`src/logic/game_pkg.sv`:
```
`default_nettype none

package game_pkg;

    // ------------------------------------------------------------------
    // Types

    typedef logic [9:0] coord_t;
    typedef logic [2:0] rgb_t;

    typedef enum logic [1:0] {
        st_idle,
        st_play,
        st_over
    } game_state_t;

    // ------------------------------------------------------------------
    // Sprite tables, indexed by sprite number

    localparam int max_sprites = 4;

    localparam coord_t sprite_start_x [max_sprites] = '{10'd20, 10'd18, 10'd200, 10'd400};
    localparam coord_t sprite_start_y [max_sprites] = '{10'd0, 10'd4, 10'd8, 10'd12};
    localparam int     sprite_dx      [max_sprites] = '{1, 2, 3, 2};

    // Green, blue, yellow, cyan
    localparam rgb_t sprite_colour [max_sprites] = '{3'b010, 3'b001, 3'b110, 3'b011};

    // ------------------------------------------------------------------
    // Colours and object sizes

    localparam rgb_t colour_paddle = 3'b111;
    localparam rgb_t colour_over   = 3'b100;
    localparam rgb_t colour_bg     = 3'b000;

    localparam int sprite_size   = 8;
    localparam int paddle_width  = 16;
    localparam int paddle_height = 4;
    localparam int paddle_step   = 4;

endpackage

`default_nettype wire

```
`src/logic/vga_timing.sv`:
```
`default_nettype none

module vga_timing #(
    parameter int clk_mhz   = 50,
    parameter int pixel_mhz = 25,
    parameter int h_active  = 640,
    parameter int h_front   = 16,
    parameter int h_sync    = 96,
    parameter int h_back    = 48,
    parameter int v_active  = 480,
    parameter int v_front   = 10,
    parameter int v_sync    = 2,
    parameter int v_back    = 33
) (
    input  logic              clk,
    input  logic              rst_n,
    output logic              pix_en,
    output logic              pixel_clk,
    output game_pkg::coord_t  x,
    output game_pkg::coord_t  y,
    output logic              raw_hsync,
    output logic              raw_vsync,
    output logic              raw_active,
    output logic              frame_end
);

    localparam int div   = clk_mhz / pixel_mhz;
    localparam int w_div = (div > 1) ? $clog2(div) : 1;

    localparam int h_total = h_active + h_front + h_sync + h_back;
    localparam int v_total = v_active + v_front + v_sync + v_back;

    logic [w_div-1:0] div_cnt;

    // ------------------------------------------------------------------
    // Pixel enable and the board pixel clock

    assign pix_en = (div_cnt == w_div'(div - 1));

    always_ff @(posedge clk or negedge rst_n) begin
        if (!rst_n) begin
            div_cnt   <= '0;
            pixel_clk <= 1'b0;
        end else if (pix_en) begin
            div_cnt   <= '0;
            pixel_clk <= ~pixel_clk;
        end else begin
            div_cnt <= div_cnt + 1'b1;
        end
    end

    // ------------------------------------------------------------------
    // Raster counters

    always_ff @(posedge clk or negedge rst_n) begin
        if (!rst_n) begin
            x <= '0;
            y <= '0;
        end else if (pix_en) begin
            if (x == game_pkg::coord_t'(h_total - 1)) begin
                x <= '0;
                if (y == game_pkg::coord_t'(v_total - 1))
                    y <= '0;
                else
                    y <= y + 1'b1;
            end else begin
                x <= x + 1'b1;
            end
        end
    end

    // Sync pulses are active low
    assign raw_hsync = !(x >= h_active + h_front && x < h_active + h_front + h_sync);
    assign raw_vsync = !(y >= v_active + v_front && y < v_active + v_front + v_sync);

    assign raw_active = (x < h_active) && (y < v_active);

    // Last pixel of the last visible line
    assign frame_end = pix_en && x == game_pkg::coord_t'(h_active - 1)
                              && y == game_pkg::coord_t'(v_active - 1);

    sync_outside_active: assert property (
        @(posedge clk) disable iff (!rst_n) raw_active |-> raw_hsync && raw_vsync
    );

endmodule

`default_nettype wire

```
`src/logic/game_control.sv`:
```
`default_nettype none

module game_control #(
    parameter int h_active                          = 640,
    parameter int strobe_to_update_xy_counter_width = 20,
    parameter int n_sprites                         = 4
) (
    input  logic                   clk,
    input  logic                   rst_n,
    input  logic                   launch_key,
    input  logic [1:0]             left_right_keys,
    input  logic [n_sprites-1:0]   bottom,
    input  logic [n_sprites-1:0]   caught,
    output logic                   step,
    output logic [n_sprites-1:0]   respawn,
    output game_pkg::coord_t       paddle_x,
    output game_pkg::game_state_t  state
);

    localparam game_pkg::coord_t paddle_max =
        game_pkg::coord_t'(h_active - game_pkg::paddle_width);
    localparam game_pkg::coord_t paddle_mid = paddle_max / 2;
    localparam game_pkg::coord_t move       = game_pkg::coord_t'(game_pkg::paddle_step);

    logic [strobe_to_update_xy_counter_width-1:0] upd_cnt;
    logic tick;
    logic launch;

    // ------------------------------------------------------------------
    // Update strobe

    always_ff @(posedge clk or negedge rst_n) begin
        if (!rst_n)
            upd_cnt <= '0;
        else
            upd_cnt <= upd_cnt + 1'b1;
    end

    assign tick = &upd_cnt;

    // Sprites only see the strobe during play
    assign step = tick && state == game_pkg::st_play;

    assign launch = launch_key && state != game_pkg::st_play;

    // ------------------------------------------------------------------
    // Game FSM

    always_ff @(posedge clk or negedge rst_n) begin
        if (!rst_n) begin
            state <= game_pkg::st_idle;
        end else begin
            case (state)
                game_pkg::st_idle,
                game_pkg::st_over:
                    if (launch_key)
                        state <= game_pkg::st_play;
                game_pkg::st_play:
                    if (|bottom)
                        state <= game_pkg::st_over;
                default:
                    state <= game_pkg::st_idle;
            endcase
        end
    end

    // All sprites restart on launch, a caught one restarts alone
    always_ff @(posedge clk or negedge rst_n) begin
        if (!rst_n)
            respawn <= '0;
        else if (launch)
            respawn <= '1;
        else
            respawn <= caught;
    end

    // ------------------------------------------------------------------
    // Paddle, clamped to the screen

    always_ff @(posedge clk or negedge rst_n) begin
        if (!rst_n) begin
            paddle_x <= paddle_mid;
        end else if (launch) begin
            paddle_x <= paddle_mid;
        end else if (tick && state != game_pkg::st_over) begin
            case (left_right_keys)
                2'b10:
                    if (paddle_x < move)
                        paddle_x <= '0;
                    else
                        paddle_x <= paddle_x - move;
                2'b01:
                    if (paddle_max - paddle_x < move)
                        paddle_x <= paddle_max;
                    else
                        paddle_x <= paddle_x + move;
                default:
                    paddle_x <= paddle_x;
            endcase
        end
    end

    step_single_cycle: assert property (
        @(posedge clk) disable iff (!rst_n) step |=> !step
    );

    paddle_in_range: assert property (
        @(posedge clk) disable iff (!rst_n) paddle_x <= paddle_max
    );

endmodule

`default_nettype wire

```
`src/logic/game_sprite.sv`:
```
`default_nettype none

module game_sprite #(
    parameter int               h_active = 640,
    parameter int               v_active = 480,
    parameter game_pkg::coord_t start_x  = '0,
    parameter game_pkg::coord_t start_y  = '0,
    parameter int               dx       = 1
) (
    input  logic             clk,
    input  logic             rst_n,
    input  logic             step,
    input  logic             respawn,
    input  game_pkg::coord_t x,
    input  game_pkg::coord_t y,
    output logic             hit,
    output logic             bottom
);

    localparam game_pkg::coord_t size   = game_pkg::coord_t'(game_pkg::sprite_size);
    localparam game_pkg::coord_t x_max  = game_pkg::coord_t'(h_active - game_pkg::sprite_size);
    localparam game_pkg::coord_t y_last = game_pkg::coord_t'(v_active - game_pkg::sprite_size);
    localparam game_pkg::coord_t dy     = size / 2;
    localparam game_pkg::coord_t dx_c   = game_pkg::coord_t'(dx);

    game_pkg::coord_t pos_x;
    game_pkg::coord_t pos_y;
    logic             going_left;
    logic             stopped;

    // ------------------------------------------------------------------
    // Motion

    always_ff @(posedge clk or negedge rst_n) begin
        if (!rst_n) begin
            pos_x      <= start_x;
            pos_y      <= start_y;
            going_left <= 1'b0;
            stopped    <= 1'b0;
            bottom     <= 1'b0;
        end else if (respawn) begin
            pos_x      <= start_x;
            pos_y      <= start_y;
            going_left <= 1'b0;
            stopped    <= 1'b0;
            bottom     <= 1'b0;
        end else begin
            bottom <= 1'b0;
            if (step && !stopped) begin
                // Resting on the last row for one update ends the fall
                if (pos_y >= y_last) begin
                    bottom  <= 1'b1;
                    stopped <= 1'b1;
                end else begin
                    if (y_last - pos_y < dy)
                        pos_y <= y_last;
                    else
                        pos_y <= pos_y + dy;

                    // Sideways bounce between the screen edges
                    if (going_left) begin
                        if (pos_x <= dx_c) begin
                            pos_x      <= '0;
                            going_left <= 1'b0;
                        end else begin
                            pos_x <= pos_x - dx_c;
                        end
                    end else begin
                        if (x_max - pos_x <= dx_c) begin
                            pos_x      <= x_max;
                            going_left <= 1'b1;
                        end else begin
                            pos_x <= pos_x + dx_c;
                        end
                    end
                end
            end
        end
    end

    // ------------------------------------------------------------------
    // Current pixel inside the square

    assign hit = x >= pos_x && x < pos_x + size
              && y >= pos_y && y < pos_y + size;

    x_inside_screen: assert property (
        @(posedge clk) disable iff (!rst_n) pos_x <= x_max
    );

endmodule

`default_nettype wire

```
`src/logic/game_mixer.sv`:
```
`default_nettype none

module game_mixer #(
    parameter int v_active  = 480,
    parameter int n_sprites = 4
) (
    input  logic                  clk,
    input  logic                  rst_n,
    input  logic                  pix_en,
    input  game_pkg::coord_t      x,
    input  game_pkg::coord_t      y,
    input  logic                  raw_hsync,
    input  logic                  raw_vsync,
    input  logic                  raw_active,
    input  logic [n_sprites-1:0]  hit,
    input  game_pkg::coord_t      paddle_x,
    input  game_pkg::game_state_t state,
    output logic [n_sprites-1:0]  caught,
    output logic                  hsync,
    output logic                  vsync,
    output logic                  display_on,
    output game_pkg::rgb_t        rgb
);

    localparam game_pkg::coord_t paddle_top =
        game_pkg::coord_t'(v_active - game_pkg::paddle_height);
    localparam game_pkg::coord_t paddle_w = game_pkg::coord_t'(game_pkg::paddle_width);

    logic           in_paddle;
    game_pkg::rgb_t sprite_rgb;
    game_pkg::rgb_t pixel_rgb;

    // Paddle sits on the bottom rows
    assign in_paddle = y >= paddle_top && x >= paddle_x && x < paddle_x + paddle_w;

    // Lowest index wins where sprites overlap
    always_comb begin
        sprite_rgb = game_pkg::colour_bg;
        for (int i = n_sprites - 1; i >= 0; i--) begin
            if (hit[i])
                sprite_rgb = game_pkg::sprite_colour[i];
        end
    end

    always_comb begin
        if (!raw_active)
            pixel_rgb = '0;
        else if (state == game_pkg::st_over)
            pixel_rgb = game_pkg::colour_over;
        else if (state == game_pkg::st_play && |hit)
            pixel_rgb = sprite_rgb;
        else if (in_paddle)
            pixel_rgb = game_pkg::colour_paddle;
        else
            pixel_rgb = game_pkg::colour_bg;
    end

    // A sprite pixel over a paddle pixel is a catch
    assign caught = (pix_en && raw_active && in_paddle && state == game_pkg::st_play)
                  ? hit : '0;

    // ------------------------------------------------------------------
    // Output stage, one pixel behind x and y

    always_ff @(posedge clk or negedge rst_n) begin
        if (!rst_n) begin
            hsync      <= 1'b1;
            vsync      <= 1'b1;
            display_on <= 1'b0;
            rgb        <= '0;
        end else if (pix_en) begin
            hsync      <= raw_hsync;
            vsync      <= raw_vsync;
            display_on <= raw_active;
            rgb        <= pixel_rgb;
        end
    end

endmodule

`default_nettype wire

```
`src/logic/game_top.sv`:
```
`default_nettype none

module game_top #(
    parameter int clk_mhz                           = 50,
    parameter int pixel_mhz                         = 25,
    parameter int h_active                          = 640,
    parameter int h_front                           = 16,
    parameter int h_sync                            = 96,
    parameter int h_back                            = 48,
    parameter int v_active                          = 480,
    parameter int v_front                           = 10,
    parameter int v_sync                            = 2,
    parameter int v_back                            = 33,
    parameter int strobe_to_update_xy_counter_width = 20,
    parameter int n_sprites                         = 4
) (
    input  logic           clk,
    input  logic           rst_n,
    input  logic           launch_key,
    input  logic [1:0]     left_right_keys,
    output logic           hsync,
    output logic           vsync,
    output game_pkg::rgb_t rgb,
    output logic           display_on,
    output logic           pixel_clk
);

    logic                  pix_en;
    game_pkg::coord_t      x;
    game_pkg::coord_t      y;
    logic                  raw_hsync;
    logic                  raw_vsync;
    logic                  raw_active;
    logic                  step;
    logic [n_sprites-1:0]  respawn;
    logic [n_sprites-1:0]  hit;
    logic [n_sprites-1:0]  bottom;
    logic [n_sprites-1:0]  caught;
    game_pkg::coord_t      paddle_x;
    game_pkg::game_state_t state;

    // ------------------------------------------------------------------
    // Raster and game control

    vga_timing #(
        .clk_mhz    (clk_mhz),
        .pixel_mhz  (pixel_mhz),
        .h_active   (h_active),
        .h_front    (h_front),
        .h_sync     (h_sync),
        .h_back     (h_back),
        .v_active   (v_active),
        .v_front    (v_front),
        .v_sync     (v_sync),
        .v_back     (v_back)
    ) i_vga_timing (
        .clk        (clk),
        .rst_n      (rst_n),
        .pix_en     (pix_en),
        .pixel_clk  (pixel_clk),
        .x          (x),
        .y          (y),
        .raw_hsync  (raw_hsync),
        .raw_vsync  (raw_vsync),
        .raw_active (raw_active),
        .frame_end  ()
    );

    game_control #(
        .h_active                          (h_active),
        .strobe_to_update_xy_counter_width (strobe_to_update_xy_counter_width),
        .n_sprites                         (n_sprites)
    ) i_game_control (
        .clk             (clk),
        .rst_n           (rst_n),
        .launch_key      (launch_key),
        .left_right_keys (left_right_keys),
        .bottom          (bottom),
        .caught          (caught),
        .step            (step),
        .respawn         (respawn),
        .paddle_x        (paddle_x),
        .state           (state)
    );

    // ------------------------------------------------------------------
    // Sprites, each with its own row of the start tables

    for (genvar i = 0; i < n_sprites; i++) begin : g_sprite
        game_sprite #(
            .h_active (h_active),
            .v_active (v_active),
            .start_x  (game_pkg::sprite_start_x[i]),
            .start_y  (game_pkg::sprite_start_y[i]),
            .dx       (game_pkg::sprite_dx[i])
        ) i_game_sprite (
            .clk     (clk),
            .rst_n   (rst_n),
            .step    (step),
            .respawn (respawn[i]),
            .x       (x),
            .y       (y),
            .hit     (hit[i]),
            .bottom  (bottom[i])
        );
    end

    game_mixer #(
        .v_active  (v_active),
        .n_sprites (n_sprites)
    ) i_game_mixer (
        .clk        (clk),
        .rst_n      (rst_n),
        .pix_en     (pix_en),
        .x          (x),
        .y          (y),
        .raw_hsync  (raw_hsync),
        .raw_vsync  (raw_vsync),
        .raw_active (raw_active),
        .hit        (hit),
        .paddle_x   (paddle_x),
        .state      (state),
        .caught     (caught),
        .hsync      (hsync),
        .vsync      (vsync),
        .display_on (display_on),
        .rgb        (rgb)
    );

endmodule

`default_nettype wire

```
`config.mk`:
```
export PLATFORM = sky130hd
export DESIGN_NAME = game_top
export DESIGN_NICKNAME = d
export VERILOG_FILES = /design/src/logic/game_pkg.sv /design/src/logic/vga_timing.sv /design/src/logic/game_control.sv /design/src/logic/game_sprite.sv /design/src/logic/game_mixer.sv /design/src/logic/game_top.sv
export SDC_FILE = /design/constraint.sdc
export NUM_CORES = 1
export LEC_CHECK = 0
export BUFFER_PORTS_ARGS = -buffer_cell sky130_fd_sc_hd__buf_2
export CORE_MARGIN = 5
export CORE_UTILIZATION = 65
export DETAILED_ROUTE_END_ITERATION = 6
export PLACE_DENSITY = 0.93
export RECOVER_POWER = 50
export SLEW_MARGIN = 20
export SYNTH_ARGS = -nofsm -noshare
export SYNTH_HDL_FRONTEND = slang
export SYNTH_HIERARCHICAL = 1
export SYNTH_SLANG_ARGS = --single-unit
```
`constraint.sdc`:
```
create_clock -name clk -period 8.3 [get_ports clk]
set_input_delay 2.49 -clock clk [delete_from_list [all_inputs] [get_ports clk]]
set_output_delay 2.49 -clock clk [all_outputs]
set_load 0.05 [all_outputs]
```
Word level (Yosys, flattened, before mapping)
Cells that the tools add are included.

Flip-flop bits (word level): 156.

Bitwise operators: 1. Reductions and logical operators: 60. Muxes and demuxes: 109. Magnitude comparators: 43. Equality and inequality tests: 14. Add/subtract/negate cells: 36.

Operators by type and width (number): 10-bit 2-to-1 mux (46); 10-bit >= comparator (9); 10-bit less-than comparator (9); 10-bit by 4-bit adder with 10-bit output (second input constant) (8); 10-bit by 9-bit >= comparator with 1-bit output (second input constant) (6); 10-bit by 2-bit <= comparator with 1-bit output (second input constant) (6); 10-bit by 3-bit less-than comparator with 1-bit output (second input constant) (6); 10-bit by 3-bit adder with 10-bit output (second input constant) (5); 10-bit subtractor (first input constant) (5); 1-bit 2-to-1 mux (49); 9-bit by 10-bit subtractor with 10-bit output (first input constant) (4); 10-bit by 1-bit adder with 10-bit output (second input constant) (3); 10-bit by 2-bit adder with 10-bit output (second input constant) (3); 10-bit by 2-bit subtractor with 10-bit output (second input constant) (3); 1-bit logical AND (28); 2-bit AND reduction (11); 3-bit 2-to-1 mux (7); 20-bit by 1-bit adder with 20-bit output (second input constant) (1); 10-bit equality test (second input constant) (2); 10-bit by 1-bit <= comparator with 1-bit output (second input constant) (2); 10-bit less-than comparator (second input constant) (2); 10-bit by 9-bit less-than comparator with 1-bit output (second input constant) (2); 10-bit case mux with 2 select lines (1); 20-bit AND reduction (1); 19 further kinds (44).

Logic depth before layout (Yosys ltp)
Word-level depth: 12. Depth in mapped cells: 15. Depth with buffers taken out: 14.

Modules after synthesis
Netlist, hierarchy kept.

By module, submodules not included: game_sprite at g_sprite[2].i_game_sprite (seq. area each 530.5 um^2, area each 2482.4 um^2, instances 1, cells each 296); game_sprite at g_sprite[0].i_game_sprite (seq. area each 528.0 um^2, area each 2479.9 um^2, instances 1, cells each 295); game_sprite at g_sprite[1].i_game_sprite (seq. area each 504.2 um^2, area each 2469.9 um^2, instances 1, cells each 292); game_sprite at g_sprite[3].i_game_sprite (seq. area each 506.7 um^2, area each 2467.4 um^2, instances 1, cells each 293); game_control (seq. area each 855.8 um^2, area each 1909.3 um^2, instances 1, cells each 195); vga_timing (seq. area each 550.5 um^2, area each 1231.2 um^2, instances 1, cells each 127); game_mixer (seq. area each 152.6 um^2, area each 819.5 um^2, instances 1, cells each 97).

Least setup slack after synthesis
Ideal clock, no wire load.

Path kind: in2reg. Start: input left_right_keys[1]. End: register i_game_control.paddle_x[9]. Arrival: 3.517 ns. Path slack: 4.657 ns. Stages: 4. Cells stage by stage: xnor2_1 -> nor4b_4 -> a21boi_0 -> a221o_1.

Word-level cells in the longest chain between the ends: 4. Elaborated cells between the ends (all ways): 7. Classes of those cells: eq/ne: 2; mux: 3; reduce/logical: 2.

RTL lines: start, declared (RTL line game_top.sv:20) `input logic [1:0] left_right_keys,`; 2-bit by 1-bit equality test with 1-bit output or 2-bit equality test (tied branches) (RTL line game_control.sv:86) `case (left_right_keys)`; 10-bit case mux with 2 select lines (RTL line game_control.sv:86); 10-bit 2-to-1 mux (RTL line game_control.sv:85) `end else if (tick && state != game_pkg::st_over) begin`; 10-bit 2-to-1 mux (RTL line game_control.sv:83) `end else if (launch) begin`; end signal, assigned (RTL line game_control.sv:82) `paddle_x <= paddle_mid;`; end signal, assigned (RTL line game_control.sv:84) `paddle_x <= paddle_mid;`; end signal, assigned (RTL line game_control.sv:91) `paddle_x <= paddle_x - move;`; end, declared (RTL line game_control.sv:16) `output game_pkg::coord_t paddle_x,`.

Parallel ways exist; a longest one is shown, timed or not. The select of a mux whose other input is x is not followed. A chain may end at the register's enable or synchronous reset.

==> metrics.json <==
{
  "status": "complete, but fails checks",
  "failing_checks": "max-capacitance violations, max-slew violations",
  "setup.reg_to_reg.worst_slack_ns": 4.00,
  "drt_first_pass_iters": 6,
  "p_clk_share_pct": 43.0,
  "type_of_element_launching_the_critical_path": "primary input",
  "worst_hold_slack_ns": 0.471,
  "critical_path_peak_fanout": 69,
  "finalCritPeriodShare_pct": 54.2,
  "rr_startpoint": "g_sprite[2].i_game_sprite/pos_y[3]$_DFFE_PN1P_",
  "critical-path-top-delay-family": "buffers and inverters",
  "htree_levels": 4,
  "placementRows": 53,
  "largest_net_degree_at_the_start_of_global_routing": 77,
  "final-setup-viol-count": 0,
  "number_of_buffers_created_by_cts": 17,
  "die_x_um": 156,
  "postCtsResizedCells": 0,
  "critPathSlowestCell": "clkbuf_1",
  "rr_endpoint": "i_game_mixer/rgb[2]$_DFFE_PN0P_",
  "logic_depth_of_the_worst_setup_path_including_buffers": 2,
  "die_h_um": 156,
  "placement.io_buffers": 11,
  "cp.required_ns": 8.41,
  "grt_setup_unrepaired": "false",
  "powerDensity_mw_per_mm2": 130,
  "drt-initial-drc-count": 1260,
  "power.static_leakage_nw": 6.11,
  "max_cap_violations": 1,
  "final_net_count": 1759,
  "route.detailed.wl_per_inst_um": 19.5,
  "vdd.ir_drop.worst_mv": 0.128,
  "slew_headroom_pct": -44.4,
  "drt_wl_total_mm": 36.0,
  "root_buffer": "clkbuf_16",
  "cts_hold_buf": 0,
  "switchingPower_mw": 0.588,
  "r2r.worst_path.cells": 12,
  "layout_min_cycle_time_ns": 4.50,
  "antennaDiodeCount": 0,
  "arrival_ns": 4.60,
  "avgViaCountPerCell": 6.74,
  "slew_violations": 38,
  "design.die.area_mm2": 0.0243,
  "cp_cell_sequence": "buf_6 -> clkbuf_1",
  "antenna_violations_before_repair": 0,
  "route.detailed.drc": 0,
  "initial_core_util_pct": 65.8,
  "power_frac_comb_pct": 13.8,
  "setup_tns_ns": 0,
  "syn_area_mm2": 0.0138,
  "synthCells": 1591,
  "cts.clk_slew.worst_paths_ns": 0.06,
  "placeableCoreArea_mm2": 0.0210,
  "drive_gt1_share_pct": 7.07,
  "flow.area_growth_from_synthesis_pct": 4.04,
  "ys_warn_count": 6,
  "clk-insertion-delay-late_ns": 0.44,
  "path_class": "primary input to asynchronous set/reset pin",
  "cts_tree": "built",
  "measured_slew_at_the_worst_slew_check_pin_ns": 2.17,
  "max_freq_mhz": 222,
  "finClkSkew_ns": 0.0115,
  "type_of_the_most_critical_hold_path": "flop to flop",
  "antenna_violating_nets_post_route": 0,
  "track_usage_pct": 29.8,
  "cp_num_buf_inv": 2,
  "worst_setup_path_end_kind": "asynchronous set/reset pin",
  "post-cts-setup-buffer-count": 0,
  "grt_overflow_total": 0,
  "sw_frac_of_total_pct": 31.3,
  "place.detailed.hpwl_mm": 24.9,
  "grt_pass1_vias": 12601,
  "route.vias.total": 12448,
  "globalplace.congestion": 0.954,
  "first_pass_grt_wire_length_mm": 60.2,
  "report.final.hold_viol_count": 0,
  "max-clock-path-buffers": 2,
  "crit_path_end": "g_sprite[2].i_game_sprite/pos_y[9]$_DFFE_PN0P_",
  "post_synthesis_average_cell_area_um2": 8.70,
  "cell_internal_pwr_mw": 1.29,
  "io_pins": 12,
  "cp_slowest_stage_delay_ns": 1.61,
  "tritoncts_num_sinks": 144,
  "worstHoldPathCells": 1,
  "setup.worst_path.start": "rst_n",
  "sequentialPowerShare_pct": 43.1
}
==> state kept, by name, indices dropped and copies added (netlist names) <==
signal / flops
i_game_mixer/rgb: 3
g_sprite.i_game_sprite/going_left: 4
i_game_mixer/vsync: 1
i_game_control/state: 2
i_game_control/paddle_x: 8
i_game_control/respawn: 4
i_vga_timing/x: 10
i_vga_timing/pix_en: 1
g_sprite.i_game_sprite/bottom: 4
g_sprite.i_game_sprite/pos_y: 32
i_vga_timing/pixel_clk: 1
i_game_mixer/display_on: 1
i_game_mixer/hsync: 1
i_vga_timing/y: 10
g_sprite.i_game_sprite/pos_x: 38
i_game_control/upd_cnt: 20
g_sprite.i_game_sprite/stopped: 4
==> routing by layer <==
layer	global-route usage [%]	vias to the layer above	wire [um]
li1	-	5756	-
met3	6.27	144	3000
met4	13.8	0	1440
met5	0	-	0
met2	49.9	616	17300
met1	36.7	5932	14300
==> power by group through the flow <==
stage	sequential, mW	clock, mW	combinational (mW)
6_report	0.810	0.809	0.260
3_3_place_gp	0.817	0	0.245
3_5_place_dp	0.818	0	0.254
4_1_cts	0.807	0.815	0.257
5_1_grt	0.816	0.839	0.286
2_1_floorplan	0.785	0	0.215
==> how the worst min path moves through the flow <==
stage | from | to | slack [ns]
global route | i_game_control/upd_cnt[10]$_DFF_PN0_ | i_game_control/upd_cnt[10]$_DFF_PN0_ | 0.47
floorplan | i_game_control/upd_cnt[10]$_DFF_PN0_ | i_game_control/upd_cnt[10]$_DFF_PN0_ | 0.44
CTS | i_game_control/upd_cnt[10]$_DFF_PN0_ | i_game_control/upd_cnt[10]$_DFF_PN0_ | 0.47
finish | i_game_control/upd_cnt[10]$_DFF_PN0_ | i_game_control/upd_cnt[10]$_DFF_PN0_ | 0.47
detailed placement | i_game_control/upd_cnt[10]$_DFF_PN0_ | i_game_control/upd_cnt[10]$_DFF_PN0_ | 0.46
global placement | g_sprite[0].i_game_sprite/stopped$_DFFE_PN0P_ | g_sprite[0].i_game_sprite/stopped$_DFFE_PN0P_ | 0.45
==> cell type report <==
class	instances	area [um2]
clock buffers	19	453
clock inverters	13	150
fillers	1498	6620
inverters	132	495
multi-input cells	1247	9230
flip-flops and latches	144	3630
well taps	275	344
repair buffers	16	95.1
==> stage by stage <==
stage	power [mW]	instance area [um2]	setup WS (ns)	util, %	instances
after floorplan	1.00	13800	4.66	-	1592
after global placement	1.06	13800	4.14	65.8	1813
after detailed placement	1.07	13800	4.06	65.8	1813
after CTS	1.88	14400	4.11	68.6	1845
after global routing	1.94	14400	3.24	68.5	1846
final	1.88	14400	3.80	68.5	1846
==> placed cells by master, fill, tap and decap left out, types with 14 or more instances in the layout <==
| cell | count |
|---|---|
| clkbuf_16 | 17 |
| xor2_1 | 14 |
| nor4_1 | 14 |
| nor2_1 | 90 |
| nor3_1 | 43 |
| o21a_1 | 20 |
| nand2b_1 | 32 |
| dfrtp_1 | 124 |
| o21ai_0 | 75 |
| o22ai_1 | 14 |
| o211ai_1 | 15 |
| dfstp_2 | 20 |
| a21o_1 | 16 |
| and3_1 | 23 |
| a21oi_1 | 90 |
| ha_1 | 196 |
| nand3_1 | 80 |
| nand4_1 | 35 |
| nor2b_1 | 17 |
| a211oi_1 | 22 |
| inv_1 | 131 |
| xnor2_1 | 97 |
| nand2_1 | 103 |
| a31oi_1 | 22 |
(Power assumes the default switching activity.)
